--- config.mk ---
export PLATFORM = sky130hd
export DESIGN_NAME = condTest
export DESIGN_NICKNAME = d
export VERILOG_FILES = /design/src/kl10_config.svh /design/src/condTest.sv
export SDC_FILE = /design/constraint.sdc
export NUM_CORES = 1
export LEC_CHECK = 0
export BUFFER_PORTS_ARGS = -buffer_cell sky130_fd_sc_hd__buf_2
export CAP_MARGIN = 10
export CELL_PAD_IN_SITES_DETAIL_PLACEMENT = 0
export CELL_PAD_IN_SITES_GLOBAL_PLACEMENT = 2
export CORE_MARGIN = 2
export CORE_UTILIZATION = 12
export DETAILED_ROUTE_END_ITERATION = 10
export PLACE_DENSITY_LB_ADDON = 0.1
export RECOVER_POWER = 100
export SETUP_SLACK_MARGIN = 0.3
export SLEW_MARGIN = 15
export SYNTH_ARGS = -nofsm -noshare
export SYNTH_HDL_FRONTEND = slang
export SYNTH_SLANG_ARGS = --single-unit
--- constraint.sdc ---
create_clock -name vclk -period 2
set_input_delay 0 -clock vclk [all_inputs]
set_output_delay 0 -clock vclk [all_outputs]
set_load 0.02 [all_outputs]
--- src/kl10_config.svh ---
`ifndef KL10_CONFIG_SVH
`define KL10_CONFIG_SVH

// Instruction register width, opcode plus AC field
`define IR_WIDTH 13

// Dispatch RAM geometry
`define DRADR_WIDTH 9
`define DRAM_DEPTH 512

// Diagnostic load functions, 06x group
`define DIAG_LOAD_DRAM 7'o060
`define DIAG_EN_IOJRST 7'o065
`define DIAG_EN_AC 7'o066

// Diagnostic readback functions, 13x group
// Low three bits pick one of eight groups
`define DIAG_READ_BASE 7'o130

`endif

--- src/condTest.sv ---
`timescale 1ns/1ps
`default_nettype none

module condTest (
  input wire logic [0:35] adData,
  input wire logic adCarry,
  input wire logic [7:8] magic,
  input wire logic [0:2] dramB,
  output logic adEq0,
  output logic testSatisfied,
  output logic [0:2] norm
);

  logic aGtB;
  logic magicEq;
  logic termEq;
  logic termGt;
  logic termLt;
  logic termX;

  assign adEq0 = ~|adData;

  // Sign corrected by the carry out
  assign aGtB = adData[0] ^ adCarry;
  assign magicEq = magic[7] == magic[8];

  assign termEq = dramB[1] & adEq0;
  assign termGt = dramB[2] & aGtB & magic[7];
  assign termLt = dramB[2] & adData[0] & magic[8];
  assign termX = magicEq & adCarry;

  // B[0] inverts the sense of the skip
  assign testSatisfied = (termEq | termGt | termLt | termX) ^ dramB[0];

  // Normalize priority code, highest bit wins
  always_comb begin
    if (adData[0]) begin
      norm = 3'd1;
    end else if (|adData[1:6]) begin
      norm = 3'd2;
    end else if (adData[7]) begin
      norm = 3'd3;
    end else if (adData[8]) begin
      norm = 3'd4;
    end else if (adData[9]) begin
      norm = 3'd5;
    end else if (adData[10]) begin
      norm = 3'd6;
    end else if (|adData[11:35]) begin
      norm = 3'd7;
    end else begin
      norm = 3'd0;
    end
  end

endmodule

`default_nettype wire

==> flow_summary.json <==
{
  "fp-row-count": 17,
  "p_int_uw": 44.3,
  "fin_area_sq_um": 552,
  "initial_core_util_pct": 12.9,
  "report.final.slew_viol_count": 0,
  "relSlewSlack_pct": 71.7,
  "seq_cells": 0,
  "n_fill_cell": 280,
  "first_iter_violations": 1,
  "nets": 132,
  "synth.distinct_cells": 21,
  "via_count": 482,
  "grtUsageTotal_pct": 7.63,
  "drt_pass1_iterations": 2,
  "fmax_ghz": 0.629,
  "drc": 0,
  "grt_antenna_before_repair": 0,
  "grt_pass1_vias": 467,
  "cp-end-kind": "output pin",
  "diodes": 0,
  "drt-wirelength-per-cell_um": 9.45,
  "grt_pass1_wl_mm": 1.73,
  "power.share.switching_pct": 47.1,
  "vdd_drop_max_uv": 52.3,
  "nClkBuffers": 0,
  "critPathKind": "in -> out",
  "die_h_um": 53.0,
  "p_total_uw": 83.8,
  "synth_fp_nets": 83,
  "cts_setup_buffers": 0,
  "rsz0062_at_grt": "no",
  "ys_warn_count": 0,
  "crit_arrival_ps": 1590,
  "grt_max_degree": 6,
  "worstPathRequired_ps": 2000,
  "min_path_type": "in -> out",
  "num_io_pins": 47,
  "routed_wl_mm": 1.10,
  "place_hpwl_mm": 1.05,
  "crit_slowest_cell": "or4_1",
  "power_frac_seq_pct": 0,
  "port_buffers": 47,
  "syn_inst": 41,
  "min_period_ps": 1590,
  "core_sq_mm": 0.00223,
  "hold_viol": 0,
  "area_growth_pct": 91.7,
  "grt_overflow": 0,
  "layout-drive-gt1-share_pct": 56.8,
  "via_per_inst": 4.16,
  "setup_violations": 0,
  "timing.final.crit_share_pct": 79.5,
  "placed_area_sq_um": 558,
  "startpoint_type": "input pin",
  "netlist_area_sq_um": 288,
  "power_frac_comb_pct": 100.0,
  "max_stage_delay_ps": 530,
  "cts_resized": 0,
  "regArea_sq_um": 0,
  "power_density_mw_per_mm2": 152,
  "postRouteAntennaNets": 0,
  "tightest_slew_ps": 421,
  "maxCapViolCount": 0,
  "die_area_sq_mm": 0.00281,
  "avgSynthCellArea_sq_um": 7.02,
  "critPathMaxFanout": 5,
  "die_w_um": 53.0,
  "worstPathCellList": "buf_2 > nor4_2 > nand4_2 > or4_1 > a211oi_1 > clkbuf_1",
  "p_switching_uw": 39.5,
  "p_leak_nw": 0.273,
  "setup_tns_ps": 0,
  "status": "finished, final reports clean",
  "p_clk_share_pct": 0,
  "place.gp.congestion": 0.676,
  "yosysSeqAreaShare_pct": 0,
  "cts_hold_buf": 0
}
power groups by stage:
stage / clock network (mW) / registers (mW) / logic [mW]
after floorplan: 0 / 0 / 0.0298
after global placement: 0 / 0 / 0.0856
after detailed placement: 0 / 0 / 0.0862
after CTS: 0 / 0 / 0.0863
after global routing: 0 / 0 / 0.0938
final: 0 / 0 / 0.0838
worst max-delay path: cells and delay by family:
kind / cells / cell delay (ps)
buf+inv: 2 / 350
compound gates: 1 / 210
simple gates: 3 / 1030
logic make-up after synthesis:
family	Yosys count	synth area share, %
and+or+nand+nor	29	71.7
buffers and inverters	2	2.61
xor gates and xnor gates	1	3.04
AOI/OAI and AO/OA	9	22.6
cell usage after synthesis:
| cell | n | area (sq um) |
|---|---|---|
| a21boi_0 | 1 | 7.51 |
| nand4_2 | 3 | 37.5 |
| inv_1 | 2 | 7.51 |
| a21o_1 | 1 | 7.51 |
| nor4_2 | 3 | 37.5 |
| nor4_1 | 2 | 12.5 |
| or2_2 | 1 | 6.26 |
| nor4_4 | 1 | 21.3 |
| nor2_1 | 8 | 30.0 |
| o311ai_0 | 2 | 17.5 |
| or4_1 | 1 | 7.51 |
| nand3_1 | 2 | 10.0 |
| a21oi_1 | 2 | 10.0 |
| o31ai_1 | 1 | 7.51 |
| nand2_1 | 2 | 7.51 |
| nor2b_1 | 2 | 12.5 |
| o21bai_1 | 1 | 7.51 |
| nor3_1 | 3 | 15.0 |
| a211oi_1 | 1 | 7.51 |
| xnor2_1 | 1 | 8.76 |
| and3b_1 | 1 | 8.76 |
worst paths after layout:
check  startpoint             to  cells past startpoint
min     adData[0]        norm[1]                      3
max    adData[32]  testSatisfied                      6
layer usage:
metal,GRT usage [%],up-vias,wire length (um),part of all wire [%]
li1,-,256,-,-
met1,10.1,209,464,42
met2,14.6,17,570,52
met3,0,0,61,5.6
met4,0,0,0,0
met5,0,-,0,0
cell type report:
type	count	area (sq um)	area share [%]
Tap cell	28	35.0	6.35
Inverter	2	7.51	1.36
Multi-Input combinational cell	39	280	50.8
Timing Repair Buffer	47	229	41.5
through the flow:
step           utilization [%]  std cells  hold WS [ps]  worst slack [ps]
6_report                  24.7        116           323               410
2_1_floorplan                -         41          76.9               485
5_1_grt                   24.7        116           345               261
4_1_cts                   25.0        116           313               441
3_3_place_gp              25.0        116           324               457
3_5_place_dp              25.0        116           312               441
layout by cell type, fill, tap and decap left out:
master,count
a21oi_1,2
o31ai_1,1
and3b_1,1
inv_1,2
nand4_2,3
nand2_1,2
o311ai_0,2
nor2b_1,2
buf_2,42
a211oi_1,1
or4_1,1
a21boi_0,1
nor3_1,3
nor2_1,8
nor4_2,3
o21bai_1,1
or2_2,1
clkbuf_1,5
xnor2_1,1
nor4_4,1
nand3_1,2
nor4_1,2
a21o_1,1
No activity file was read; power rests on OpenSTA's default activity.
