### config.mk
export PLATFORM = sky130hd
export DESIGN_NAME = diagReadMux
export DESIGN_NICKNAME = d
export VERILOG_FILES = /design/src/dramPkg.sv /design/src/diagReadMux.sv
export VERILOG_INCLUDE_DIRS = /design/src
export SDC_FILE = /design/constraint.sdc
export NUM_CORES = 1
export LEC_CHECK = 0
export BUFFER_PORTS_ARGS = -buffer_cell sky130_fd_sc_hd__buf_2
export CAP_MARGIN = 20
export CORE_UTILIZATION = 34
export DETAILED_ROUTE_END_ITERATION = 10
export PLACE_DENSITY = 0.85
export SLEW_MARGIN = 20
export SYNTH_ARGS = -nofsm -noshare
export SYNTH_HDL_FRONTEND = slang
export SYNTH_SLANG_ARGS = --single-unit
### constraint.sdc
create_clock -name vclk -period 0.96
set_input_delay 0.048 -clock vclk [all_inputs]
set_output_delay 0.048 -clock vclk [all_outputs]
set_load 0.03 [all_outputs]
### src/kl10_config.svh
`ifndef KL10_CONFIG_SVH
`define KL10_CONFIG_SVH

// Instruction register width, opcode plus AC field
`define IR_WIDTH 13

// Dispatch RAM geometry
`define DRADR_WIDTH 9
`define DRAM_DEPTH 512

// Diagnostic load functions, 06x group
`define DIAG_LOAD_DRAM 7'o060
`define DIAG_EN_IOJRST 7'o065
`define DIAG_EN_AC 7'o066

// Diagnostic readback functions, 13x group
// Low three bits pick one of eight groups
`define DIAG_READ_BASE 7'o130

`endif

### src/dramPkg.sv
`default_nettype none

package dramPkg;

  // One dispatch RAM word as written through the diagnostic port
  // Bit 0 of ebusIn lands in A[0]
  typedef struct packed {
    logic [0:2] a;
    logic [0:2] b;
    logic par;
    logic [1:4] jHigh;
    logic [7:10] jLow;
  } dramWord_t;

  // Readback groups selected by diagFunc[4:6]
  typedef enum logic [0:2] {
    // norm and DRADR[0:2]
    grpNormDradr = 3'd0,
    // DRADR[3:8]
    grpDradrLow = 3'd1,
    // enables and IRAC
    grpEnables = 3'd2,
    // A and B fields
    grpDramAB = 3'd3,
    // skip result, JRST0, J1-4
    grpTestJHigh = 3'd4,
    // parity and J7-10
    grpParJLow = 3'd5,
    // adder and decode status
    grpAdStatus = 3'd6,
    // low six IR bits
    grpIrLow = 3'd7
  } diagGroup_t;

endpackage

`default_nettype wire

### src/diagReadMux.sv
`timescale 1ns/1ps
`default_nettype none
`include "kl10_config.svh"

module diagReadMux (
  input wire logic diagRead,
  input wire logic [4:6] diagFunc,
  input wire logic [0:2] norm,
  input wire logic [0:`DRADR_WIDTH-1] dradr,
  input wire logic enIoJrst,
  input wire logic enAc,
  input wire logic [0:3] irAc,
  input wire logic [0:2] dramA,
  input wire logic [0:2] dramB,
  input wire logic testSatisfied,
  input wire logic jrst0,
  input wire logic [1:4] dramJHigh,
  input wire logic dramPar,
  input wire logic dramParityOk,
  input wire logic [7:10] dramJLow,
  input wire logic adEq0,
  input wire logic ioLegal,
  input wire logic acEq0,
  input wire logic adCarry,
  input wire logic [7:8] magic,
  input wire logic [7:12] irLow,
  output logic ebusDriving,
  output logic [0:5] ebusData
);

  dramPkg::diagGroup_t group;

  assign group = dramPkg::diagGroup_t'(diagFunc);
  assign ebusDriving = diagRead;

  // Bus floats low when nobody reads
  always_comb begin
    ebusData = '0;
    if (diagRead) begin
      case (group)
        dramPkg::grpNormDradr: ebusData = {norm, dradr[0:2]};
        dramPkg::grpDradrLow: ebusData = dradr[3:8];
        dramPkg::grpEnables: ebusData = {enIoJrst, enAc, irAc};
        dramPkg::grpDramAB: ebusData = {dramA, dramB};
        dramPkg::grpTestJHigh: ebusData = {testSatisfied, jrst0, dramJHigh};
        dramPkg::grpParJLow: ebusData = {dramPar, dramParityOk, dramJLow};
        dramPkg::grpAdStatus: ebusData = {adEq0, ioLegal, acEq0, adCarry, magic};
        dramPkg::grpIrLow: ebusData = irLow;
        default: ebusData = '0;
      endcase
    end
  end

endmodule

`default_nettype wire

==> flow_metrics.tcl <==
set metrics [dict create \
    synth_nets 121 \
    fin_crit_sh 1.21 \
    drv_slew 0 \
    coreArea_mm2 0.00128 \
    instances_no_fill 152 \
    multiInputGateArea_um2 529 \
    fillCellCount 71 \
    ir_drop_mv 0.293 \
    ff_latch_area_um2 0 \
    powerDensity_mw_per_mm2 508 \
    use_met1 0.382 \
    die_w_um 39.1 \
    portBuffers 59 \
    first_iter_violations 15 \
    use_met3 0.0347 \
    max_freq_ghz 0.863 \
    required_ns 0.91 \
    seq_area_frac_synth 0 \
    via_count 865 \
    arrival_ns 1.11 \
    relSlewSlack 0.780 \
    synth_top_family_by_area "compound AO/OA/AOI/OAI gates" \
    synth_compound_area_frac 0.374 \
    grtUsageTotal 0.337 \
    n_sequential_cell 0 \
    post-route-drc-count 0 \
    worstHoldPathType "in -> out" \
    netlist_instances 69 \
    dp.cells 151 \
    grtUsageMet2 0.633 \
    synthMuxAreaShare 0.209 \
    synth_fa_ha_area_frac 0 \
    start_util 0.364 \
    violations "negative setup slack" \
    ioPinCount 59 \
    maxCapViolCount 0 \
    cp_max_fo 7 \
    synth_simple_gate_area_frac 0.273 \
    worst_setup_path_start_kind "input port" \
    worstMarginPinSlew_ns 0.329 \
    firstDrtPassIters 4 \
    wl_per_cell_um 16.4 \
    p_leak_nw 0.547 \
    yosys-top-cells-count "a31oi_1 (8), o21ai_0 (7), mux2i_1 (6), nor2_1 (6)" \
    busiest_layer "met2" \
    synth_cell_types 23 \
    rows 13 \
    hold_violations 0 \
    die_area_mm2 0.00153 \
    gp_congestion 0.818 \
    synth_top_area_cell "mux2i_1" \
    vias_per_cell 5.69 \
    synth.most_common_cell "a31oi_1" \
    synth_top_area_share 0.128 \
    critical_path_class "in -> out" \
    drive_above_1_share 0.672 \
    grt_max_degree 12 \
    endpoint_kind "output port" \
    synth-warning-count 0 \
    status "finished with violations" \
    diodes 0 \
    postLayoutCoreUtil 0.842 \
    tns_ns -0.954 \
    drt_wl_total_mm 2.50 \
    antenna_left 0 \
    dp_hpwl_mm 1.63 \
    synth_area_um2 468 \
    die_height_um 39.1 \
    gr-total-overflow 0 \
    grt_pass1_wl_mm 3.53 \
    clock_buffers 0 \
    antenna_found_initial 0 \
    final-setup-viol-count 6 \
    grt_pass1_vias 821 \
    hold_buffers 0 \
    nNetsFinal 191 \
    rsz0062_at_grt "yes" \
    synth_xor_area_frac 0 \
    syn_avg_cell_area_um2 6.78 \
    area.growth.synth_to_final_pct 131 \
    fin_crit_ns 1.16 \
    synth_top_cells_by_area "mux2i_1 (13%), a31oi_1 (11%), a221o_1 (8.6%)" \
    worst_slack_ns -0.199 \
]
[placed cells by master, fill, tap and decap left out, types with 4 or more instances in the layout]
cell type  count
a21oi_1        4
o21ai_1        6
mux2i_1        6
inv_1          5
buf_2         50
buf_6          8
a31oi_4        4
buf_4         12
a31oi_1        4
a221o_1        4
and3_1         4
nor2_1         4
[kinds of logic (layout without fill, tap and decap cells)]
family,count (synthesis),in the layout
AO/OA/AOI/OAI,27,27
buffers and inverters,12,80
multiplexers,8,8
AND/OR/NAND/NOR,22,22
[layout make-up]
cell class | count | area share
multi-input combinational | 57 | 0.489
inverter | 5 | 0.0173
timing repair buffer | 75 | 0.476
tap | 15 | 0.0173
[path summary, 6_finish.rpt]
kind	startpoint	to	slack, ns	depth (start not counted)
max	diagFunc[5]	ebusData[2]	-0.20	6
min	diagRead	ebusDriving	0.43	2
[per-stage QoR]
step                cell area, µm²  worst slack [ns]  total power (W)  hold slack, ns
global route                  1080            -0.245         0.000577           0.449
detailed placement             926            -0.311         0.000436           0.419
global placement               926            -0.294         0.000423           0.412
floorplan                      549           -0.0406         0.000252           0.228
finish                        1080            -0.199         0.000550           0.435
CTS                           1050            -0.189         0.000512           0.430
[critical path: stages]
cell	delay [ns]
buf_12	0.11
buf_6	0.12
nand2b_4	0.13
a221o_1	0.36
a31oi_4	0.19
buf_6	0.15
[report_power, final]
group	leakage [nW]	internal, W	switching (W)
registers	0	0	0
logic	0.547	0.000292	0.000258
clock network	0	0	0
total	0.547	0.000292	0.000258
[routing by layer]
layer  part of all wire  vias up
met1               0.38      398
met2               0.52       55
met5                  0        -
met3              0.062       10
met4              0.034        0
li1                   -      402
[timing repair]
| item | CTS | global route |
|---|---|---|
| buffers inserted | 1 | 0 |
| cloned | 0 | 0 |
| gates resized for setup | 35 | 6 |
| setup endpoints to repair | 6 | 6 |
| pin swaps | 5 | 1 |
No activity file was read; power rests on OpenSTA's default activity.
