$ cat src/kl10_config.svh
`ifndef KL10_CONFIG_SVH
`define KL10_CONFIG_SVH

// Instruction register width, opcode plus AC field
`define IR_WIDTH 13

// Dispatch RAM geometry
`define DRADR_WIDTH 9
`define DRAM_DEPTH 512

// Diagnostic load functions, 06x group
`define DIAG_LOAD_DRAM 7'o060
`define DIAG_EN_IOJRST 7'o065
`define DIAG_EN_AC 7'o066

// Diagnostic readback functions, 13x group
// Low three bits pick one of eight groups
`define DIAG_READ_BASE 7'o130

`endif

$ cat src/irFormatPkg.sv
`default_nettype none

package irFormatPkg;

  // Basic instruction view
  typedef struct packed {
    logic [0:8] opcode;
    logic [0:3] ac;
  } irBasic_t;

  // I/O instruction view, prefix 7 selects the I/O space
  typedef struct packed {
    logic [0:2] prefix;
    logic [0:6] device;
    logic [0:2] func;
  } irIo_t;

  // Same 13 IR bits, decoded either way
  typedef union packed {
    irBasic_t basic;
    irIo_t io;
  } irWord_t;

  // JRST is opcode 254
  localparam logic [0:8] jrstOpcode = 9'o254;

  // Prefix of the I/O instruction space
  localparam logic [0:2] ioPrefix = 3'o7;

endpackage

`default_nettype wire

$ cat src/instrReg.sv
`timescale 1ns/1ps
`default_nettype none
`include "kl10_config.svh"

module instrReg (
  input wire logic eboxClk,
  input wire logic arstN,
  input wire logic loadIR,
  input wire logic mbXfer,
  input wire logic diagLoad,
  input wire logic [0:`IR_WIDTH-1] cacheDataRead,
  input wire logic [0:`IR_WIDTH-1] adData,
  input wire logic [0:6] diagFunc,
  input wire logic ebusBit,
  output irFormatPkg::irWord_t ir,
  output logic [0:3] irAc,
  output logic enIoJrst,
  output logic enAc,
  output logic jrst,
  output logic jrst0,
  output logic ioLegal,
  output logic acEq0
);

  logic [0:`IR_WIDTH-1] irNext;

  // Adder output during MB transfers, cache data otherwise
  assign irNext = mbXfer ? adData : cacheDataRead;

  always_ff @(posedge eboxClk or negedge arstN) begin
    if (!arstN) begin
      ir <= '0;
    end else if (loadIR) begin
      ir <= irNext;
    end
  end

  // Enable flags written by diagnostic function 065 and 066
  always_ff @(posedge eboxClk or negedge arstN) begin
    if (!arstN) begin
      enIoJrst <= 1'b0;
      enAc <= 1'b0;
    end else if (diagLoad) begin
      case (diagFunc)
        `DIAG_EN_IOJRST: begin
          enIoJrst <= ebusBit;
        end
        `DIAG_EN_AC: begin
          enAc <= ebusBit;
        end
        default: begin
        end
      endcase
    end
  end

  // Opcode decode through the basic view
  assign jrst = ir.basic.opcode == irFormatPkg::jrstOpcode;
  assign acEq0 = ir.basic.ac == 4'b0000;
  assign jrst0 = jrst & acEq0;

  // Opcode bits 3-6 are device bits 0-3 in the I/O view
  assign ioLegal = &ir.io.device[0:3];

  // AC field passed on only when enabled
  assign irAc = enAc ? ir.basic.ac : 4'b0000;

endmodule

`default_nettype wire

$ cat config.mk
export PLATFORM = sky130hd
export DESIGN_NAME = instrReg
export DESIGN_NICKNAME = d
export VERILOG_FILES = /design/src/irFormatPkg.sv /design/src/instrReg.sv
export VERILOG_INCLUDE_DIRS = /design/src
export SDC_FILE = /design/constraint.sdc
export NUM_CORES = 1
export LEC_CHECK = 0
export BUFFER_PORTS_ARGS = -buffer_cell sky130_fd_sc_hd__buf_2
export CAP_MARGIN = 0
export CORE_MARGIN = 5
export CORE_UTILIZATION = 41
export DETAILED_ROUTE_END_ITERATION = 7
export PLACE_DENSITY = 0.86
export SKIP_CTS_REPAIR_TIMING = 1
export SLEW_MARGIN = 25
export SYNTH_ARGS = -nofsm -noshare
export SYNTH_HDL_FRONTEND = slang
export SYNTH_SLANG_ARGS = --single-unit
export TNS_END_PERCENT = 50
$ cat constraint.sdc
create_clock -name eboxClk -period 2.7 [get_ports eboxClk]
set_clock_uncertainty 0.1 [all_clocks]
set_input_delay 0.135 -clock eboxClk [delete_from_list [all_inputs] [get_ports eboxClk]]
set_output_delay 0.135 -clock eboxClk [all_outputs]
set_load 0.02 [all_outputs]
==> flow_metrics.py, run 1 <==
metrics = {
    "global_routing": {
        "antenna_found_initial": 0,
        "grt_pass1_wl_um": 3220,
        "grt_overflow_total": 0,
        "grt_max_degree": 27,
        "grt_pass1_vias": 735,
        "grt_usage": 0.158,
    },
    "worst_setup_path": {
        "reg2reg_from": "enAc$_DFFE_PN0P_",
        "reg2reg_depth": 1,
        "cp-start-kind": "flip-flop",
        "cp.required_ps": 2470,
        "crit_fanout": 3,
        "worstSetupEndpointType": "output port",
        "critPathKind": "flip-flop to output port",
        "r2r_slack_ps": 1800,
        "arrival_ps": 1800,
        "r2r_end": "enAc$_DFFE_PN0P_",
        "startpoint": "ir[5]$_DFFE_PN0P_",
    },
    "final_layout": {
        "area_growth_syn_to_layout_pct": 46.5,
        "utilization": 0.648,
        "drive_above_1_share": 0.482,
        "final_area_um2": 1140,
        "fill_cells": 149,
        "fin_nets": 179,
        "antenna_cells": 0,
    },
    "sta": {
        "setup-violations-final": 0,
        "finalCritPeriodShare": 0.754,
        "max_freq_ghz": 0.491,
        "fin_tns_setup_ps": 0,
        "max-slew-margin-rel": 0.726,
        "finalWorstPathRequiredPeriod_ps": 2040,
        "drv_slew": 0,
        "holdWs_ps": 51.7,
        "grt_setup_unrepaired": "no",
        "worst_pin_slew_ps": 410,
        "hold_viol": 0,
    },
    "cts": {
        "clock_path_buffers": 2,
        "clock_latency_ps": 270,
        "cts_buffers": 3,
        "cts_tree": "built",
        "clk_pin_slew_ps": 80,
        "root_buffer": "clkbuf_4",
        "htree_levels": 1,
        "cts_sinks": 15,
    },
    "logic_synthesis": {
        "ys_seq_area_frac": 0.481,
        "syn-num-nets": 116,
        "syn_inst": 77,
        "synth.avg_cell_area_um2": 10.1,
        "synth_seq_cells": 15,
        "synth_cell_types": 17,
        "synthesis.area_um2": 781,
        "synth_warnings": 0,
    },
    "power": {
        "vdd.ir_drop.worst_mv": 0.330,
        "leakagePower_nw": 0.622,
        "power_mw": 0.544,
        "p_per_area_nw_per_um2": 476,
    },
    "routing": {
        "wl_per_cell_um": 12.8,
        "vias": 784,
        "drt_pass1_iterations": 4,
        "drc": 0,
        "viasPerCell": 4.78,
        "final_antenna_net_count": 0,
        "wirelength_um": 2100,
        "drtIter0Drc": 9,
    },
    "floorplan": {
        "rows": 15,
        "ios": 62,
        "core_region_area_um2": 1760,
        "start_util": 0.443,
        "die_h_um": 53.6,
        "dieWidth_um": 53.6,
        "dieArea_um2": 2880,
    },
    "placement": {
        "hpwl_um": 1670,
        "gp_routability_congestion": 0.705,
        "io_buffers": 61,
        "placed_area_um2": 1100,
    },
    "hold_path": {
        "whs_endpoint": "ir[2]$_DFFE_PN0P_",
        "whs_path_depth": 3,
        "hold_path.startpoint": "cacheDataRead[10]",
        "hold_class": "primary input to flip-flop",
    },
    "run_status": {
        "outcome": "complete, no violations",
    },
    "flow_run": {
        "maxCapViolations": 0,
    },
}
## synthesized netlist by cell type
master | number | share of area
inv_1 | 2 | 0.0096
clkbuf_1 | 4 | 0.019
mux2i_1 | 13 | 0.17
dfrtp_1 | 15 | 0.48
a21oi_1 | 13 | 0.083
nor4b_1 | 1 | 0.011
and2_1 | 5 | 0.040
nor2_1 | 14 | 0.067
buf_2 | 1 | 0.0064
mux2_2 | 1 | 0.014
nand4b_1 | 1 | 0.011
nand2b_1 | 1 | 0.0080
nor4b_4 | 1 | 0.030
nand3_1 | 1 | 0.0064
mux2_1 | 1 | 0.014
nor4_1 | 2 | 0.016
or4_4 | 1 | 0.014
## per-stage QoR
| step | setup slack, ps | cells |
|---|---|---|
| after detailed placement | 965 | 158 |
| final | 665 | 164 |
| after global routing | 605 | 164 |
| after CTS | 646 | 162 |
| after global placement | 977 | 158 |
| after floorplan | 741 | 77 |
## where the power goes
group          internal [mW]  switching (mW)  leakage (nW)
Sequential             0.248          0.0198         0.172
Clock                 0.0573          0.0671        0.0150
Combinational         0.0654          0.0867         0.435
## logic make-up after synthesis
| family | count (synthesis) | share of synthesized area |
|---|---|---|
| simple gates | 27 | 0.205 |
| mux | 15 | 0.196 |
| flops | 15 | 0.481 |
| compound gates | 13 | 0.0833 |
| buf+inv | 7 | 0.0352 |
## worst max-delay path: stages, from the launching register on
cell     delay (ps)
dfrtp_1         400
or4_4           550
nor4b_4         270
and2_1          150
buf_2           160
## layer usage
layer / vias up / global-route usage / routed length [µm]
li1: 395 / - / -
met1: 347 / 0.188 / 752
met2: 38 / 0.255 / 1060
met3: 4 / 0.0582 / 265
met4: 0 / 0.0638 / 27
met5: - / 0 / 0
## worst max path at each step
stage,to,slack (ps),depth (start not counted)
floorplan,jrst0,740,3
global placement,jrst0,980,4
detailed placement,jrst0,960,4
CTS,jrst0,650,4
global route,jrst0,600,4
finish,jrst0,660,4
## layout by cell type, fill, tap and decap left out, drive strengths merged, types with 4 or more instances in the layout
master / n
buf: 61
dfrtp: 15
nor2: 14
mux2i: 13
a21oi: 13
and2: 5
clkbuf: 4
## area by class of cell
cell class                      count  area [µm²]  share of cell area
Inverter                            2        7.51             0.00656
Tap cell                           25        31.3              0.0274
Multi-Input combinational cell     55         378               0.330
Timing Repair Buffer               63         325               0.284
Clock buffer                        4        26.3              0.0230
Sequential cell                    15         375               0.328
## registers in the layout (all words and copies together) (netlist names)
name,cells
ir,13
enIoJrst,1
enAc,1
No activity file was read; power rests on OpenSTA's default activity.
==> run 2, diff against run 1 <==
CORE_UTILIZATION = 34   (was 41)
PLACE_DENSITY = 0.77   (was 0.86)
clock period = 1.8 ns   (was 2.7 ns; I/O delays follow)
==> flow_metrics.py, run 2 (same netlist as run 1, synthesis figures left out) <==
metrics = {
    "placement": {
        "pre_cts_ws_ps": 109,
        "io_buffers": 61,
        "dp_cells": 161,
        "placed_area_um2": 1100,
        "gp_routability_congestion": 0.702,
        "hpwl_um": 1600,
    },
    "routing": {
        "drc": 0,
        "drtIter0Drc": 18,
        "wirelength_um": 1940,
        "viasPerCell": 4.65,
        "final_antenna_net_count": 0,
        "vias": 777,
        "wl_per_cell_um": 11.6,
        "drt_pass1_iterations": 4,
    },
    "sta": {
        "fin_ws_ps": -151,
        "worst_pin_slew_ps": 460,
        "drv_slew": 0,
        "max_freq_ghz": 0.512,
        "setup-violations-final": 2,
        "finalCritPeriodShare": 1.08,
        "fin_tns_setup_ps": -219,
        "grt_setup_unrepaired": "yes",
        "holdWs_ps": 4.43,
        "finalWorstPathRequiredPeriod_ps": 1950,
        "max-slew-margin-rel": 0.690,
        "hold_viol": 0,
    },
    "global_routing": {
        "grt_pass1_wl_um": 3070,
        "antenna_found_initial": 0,
        "grt_use_met3": 0.0401,
        "grt_overflow_total": 0,
        "grt_max_degree": 27,
        "use_met2": 0.187,
        "grt_usage": 0.117,
        "grt.busiest_layer": "met2",
        "grtUsageMet1": 0.150,
        "grt_pass1_vias": 722,
    },
    "worst_setup_path": {
        "reg2reg_from": "enAc$_DFFE_PN0P_",
        "worst_path_max_delay_cell": "or4_4",
        "crit_path_max_incr_delay_ps": 540,
        "reg2reg_depth": 1,
        "startpoint": "ir[5]$_DFFE_PN0P_",
        "r2r_end": "enAc$_DFFE_PN0P_",
        "crit_family": "simple AND/OR/NAND/NOR gates",
        "path_cells": "or4_4 -> nor4b_4 -> and2_4 -> buf_6",
        "crit_fanout": 3,
        "r2r_slack_ps": 900,
        "crit_end": "jrst0",
        "worstSetupEndpointType": "output port",
        "critPathKind": "flip-flop to output port",
        "arrival_ps": 1760,
        "cp.depth": 4,
        "cp-start-kind": "flip-flop",
        "cp_num_buf_inv": 1,
        "cp.required_ps": 1610,
    },
    "cts": {
        "cts_buffers": 3,
        "cts_sinks": 15,
        "clk_pin_slew_ps": 90,
        "clock_path_buffers": 2,
        "htree_levels": 1,
        "root_buffer": "clkbuf_4",
        "clock_latency_ps": 280,
        "cts_tree": "built",
    },
    "final_layout": {
        "area_growth_syn_to_layout_pct": 48.4,
        "fin_nets": 179,
        "largestRegisters": "ir (13), enAc (1), enIoJrst (1)",
        "drive_above_1_share": 0.504,
        "layout_commonest_cell": "buf_2",
        "antenna_cells": 0,
        "layout_common_cells": "buf_2, nor2_1, dfrtp_1",
        "final_area_um2": 1160,
        "largest_register_ffs": 13,
        "utilization": 0.524,
        "finalNonFillerCells": 167,
        "regMostFlops": "ir",
    },
    "floorplan": {
        "dieArea_um2": 3350,
        "die_h_um": 57.9,
        "start_util": 0.353,
        "ios": 62,
        "rows": 17,
        "core_region_area_um2": 2210,
        "dieWidth_um": 57.9,
    },
    "hold_path": {
        "hold_class": "primary input to flip-flop",
    },
    "run_status": {
        "outcome": "finished, violations left",
        "violations": "negative setup slack",
    },
    "flow_run": {
        "maxCapViolations": 0,
    },
    "power": {
        "power_mw": 0.817,
        "p_per_area_nw_per_um2": 705,
        "leakagePower_nw": 0.626,
        "vdd.ir_drop.worst_mv": 0.429,
    },
}
-- run 2: cell count changes in the layout (fill, tap and decap cells not counted), sizes merged --
cell,before,now
clkbuf,4,3
clkinv,0,1
-- run 2: how the worst min path moves through the flow --
stage | start | to | slack, ps | cells after the start
2_1_floorplan | arstN | enAc$_DFFE_PN0P_ | -310 | 0
3_3_place_gp | arstN | ir[3]$_DFFE_PN0P_ | -80 | 1
3_5_place_dp | arstN | ir[3]$_DFFE_PN0P_ | -90 | 1
4_1_cts | arstN | ir[2]$_DFFE_PN0P_ | -400 | 1
5_1_grt | cacheDataRead[9] | ir[3]$_DFFE_PN0P_ | 0.6 | 3
6_report | cacheDataRead[6] | ir[6]$_DFFE_PN0P_ | 4 | 3
-- run 2: per-layer routing --
| layer | up-vias | wire length [µm] |
|---|---|---|
| li1 | 394 | - |
| met2 | 44 | 810 |
| met3 | 2 | 276 |
| met1 | 337 | 837 |
| met4 | 0 | 12 |
| met5 | - | 0 |
-- run 2: layout make-up --
type                    instances  area [µm²]
fillers                       215        1050
multi-input cells              55         380
flip-flops and latches         15         377
repair buffers                 63         332
well taps                      28        35.0
clock buffers                   3        22.5
inverters                       2        7.51
clock inverters                 1        5.00
-- run 2: power breakdown --
| part | internal, mW | switching, mW |
|---|---|---|
| clock | 0.0823 | 0.107 |
| combinational | 0.0983 | 0.128 |
| sequential | 0.372 | 0.0289 |
| total | 0.552 | 0.264 |
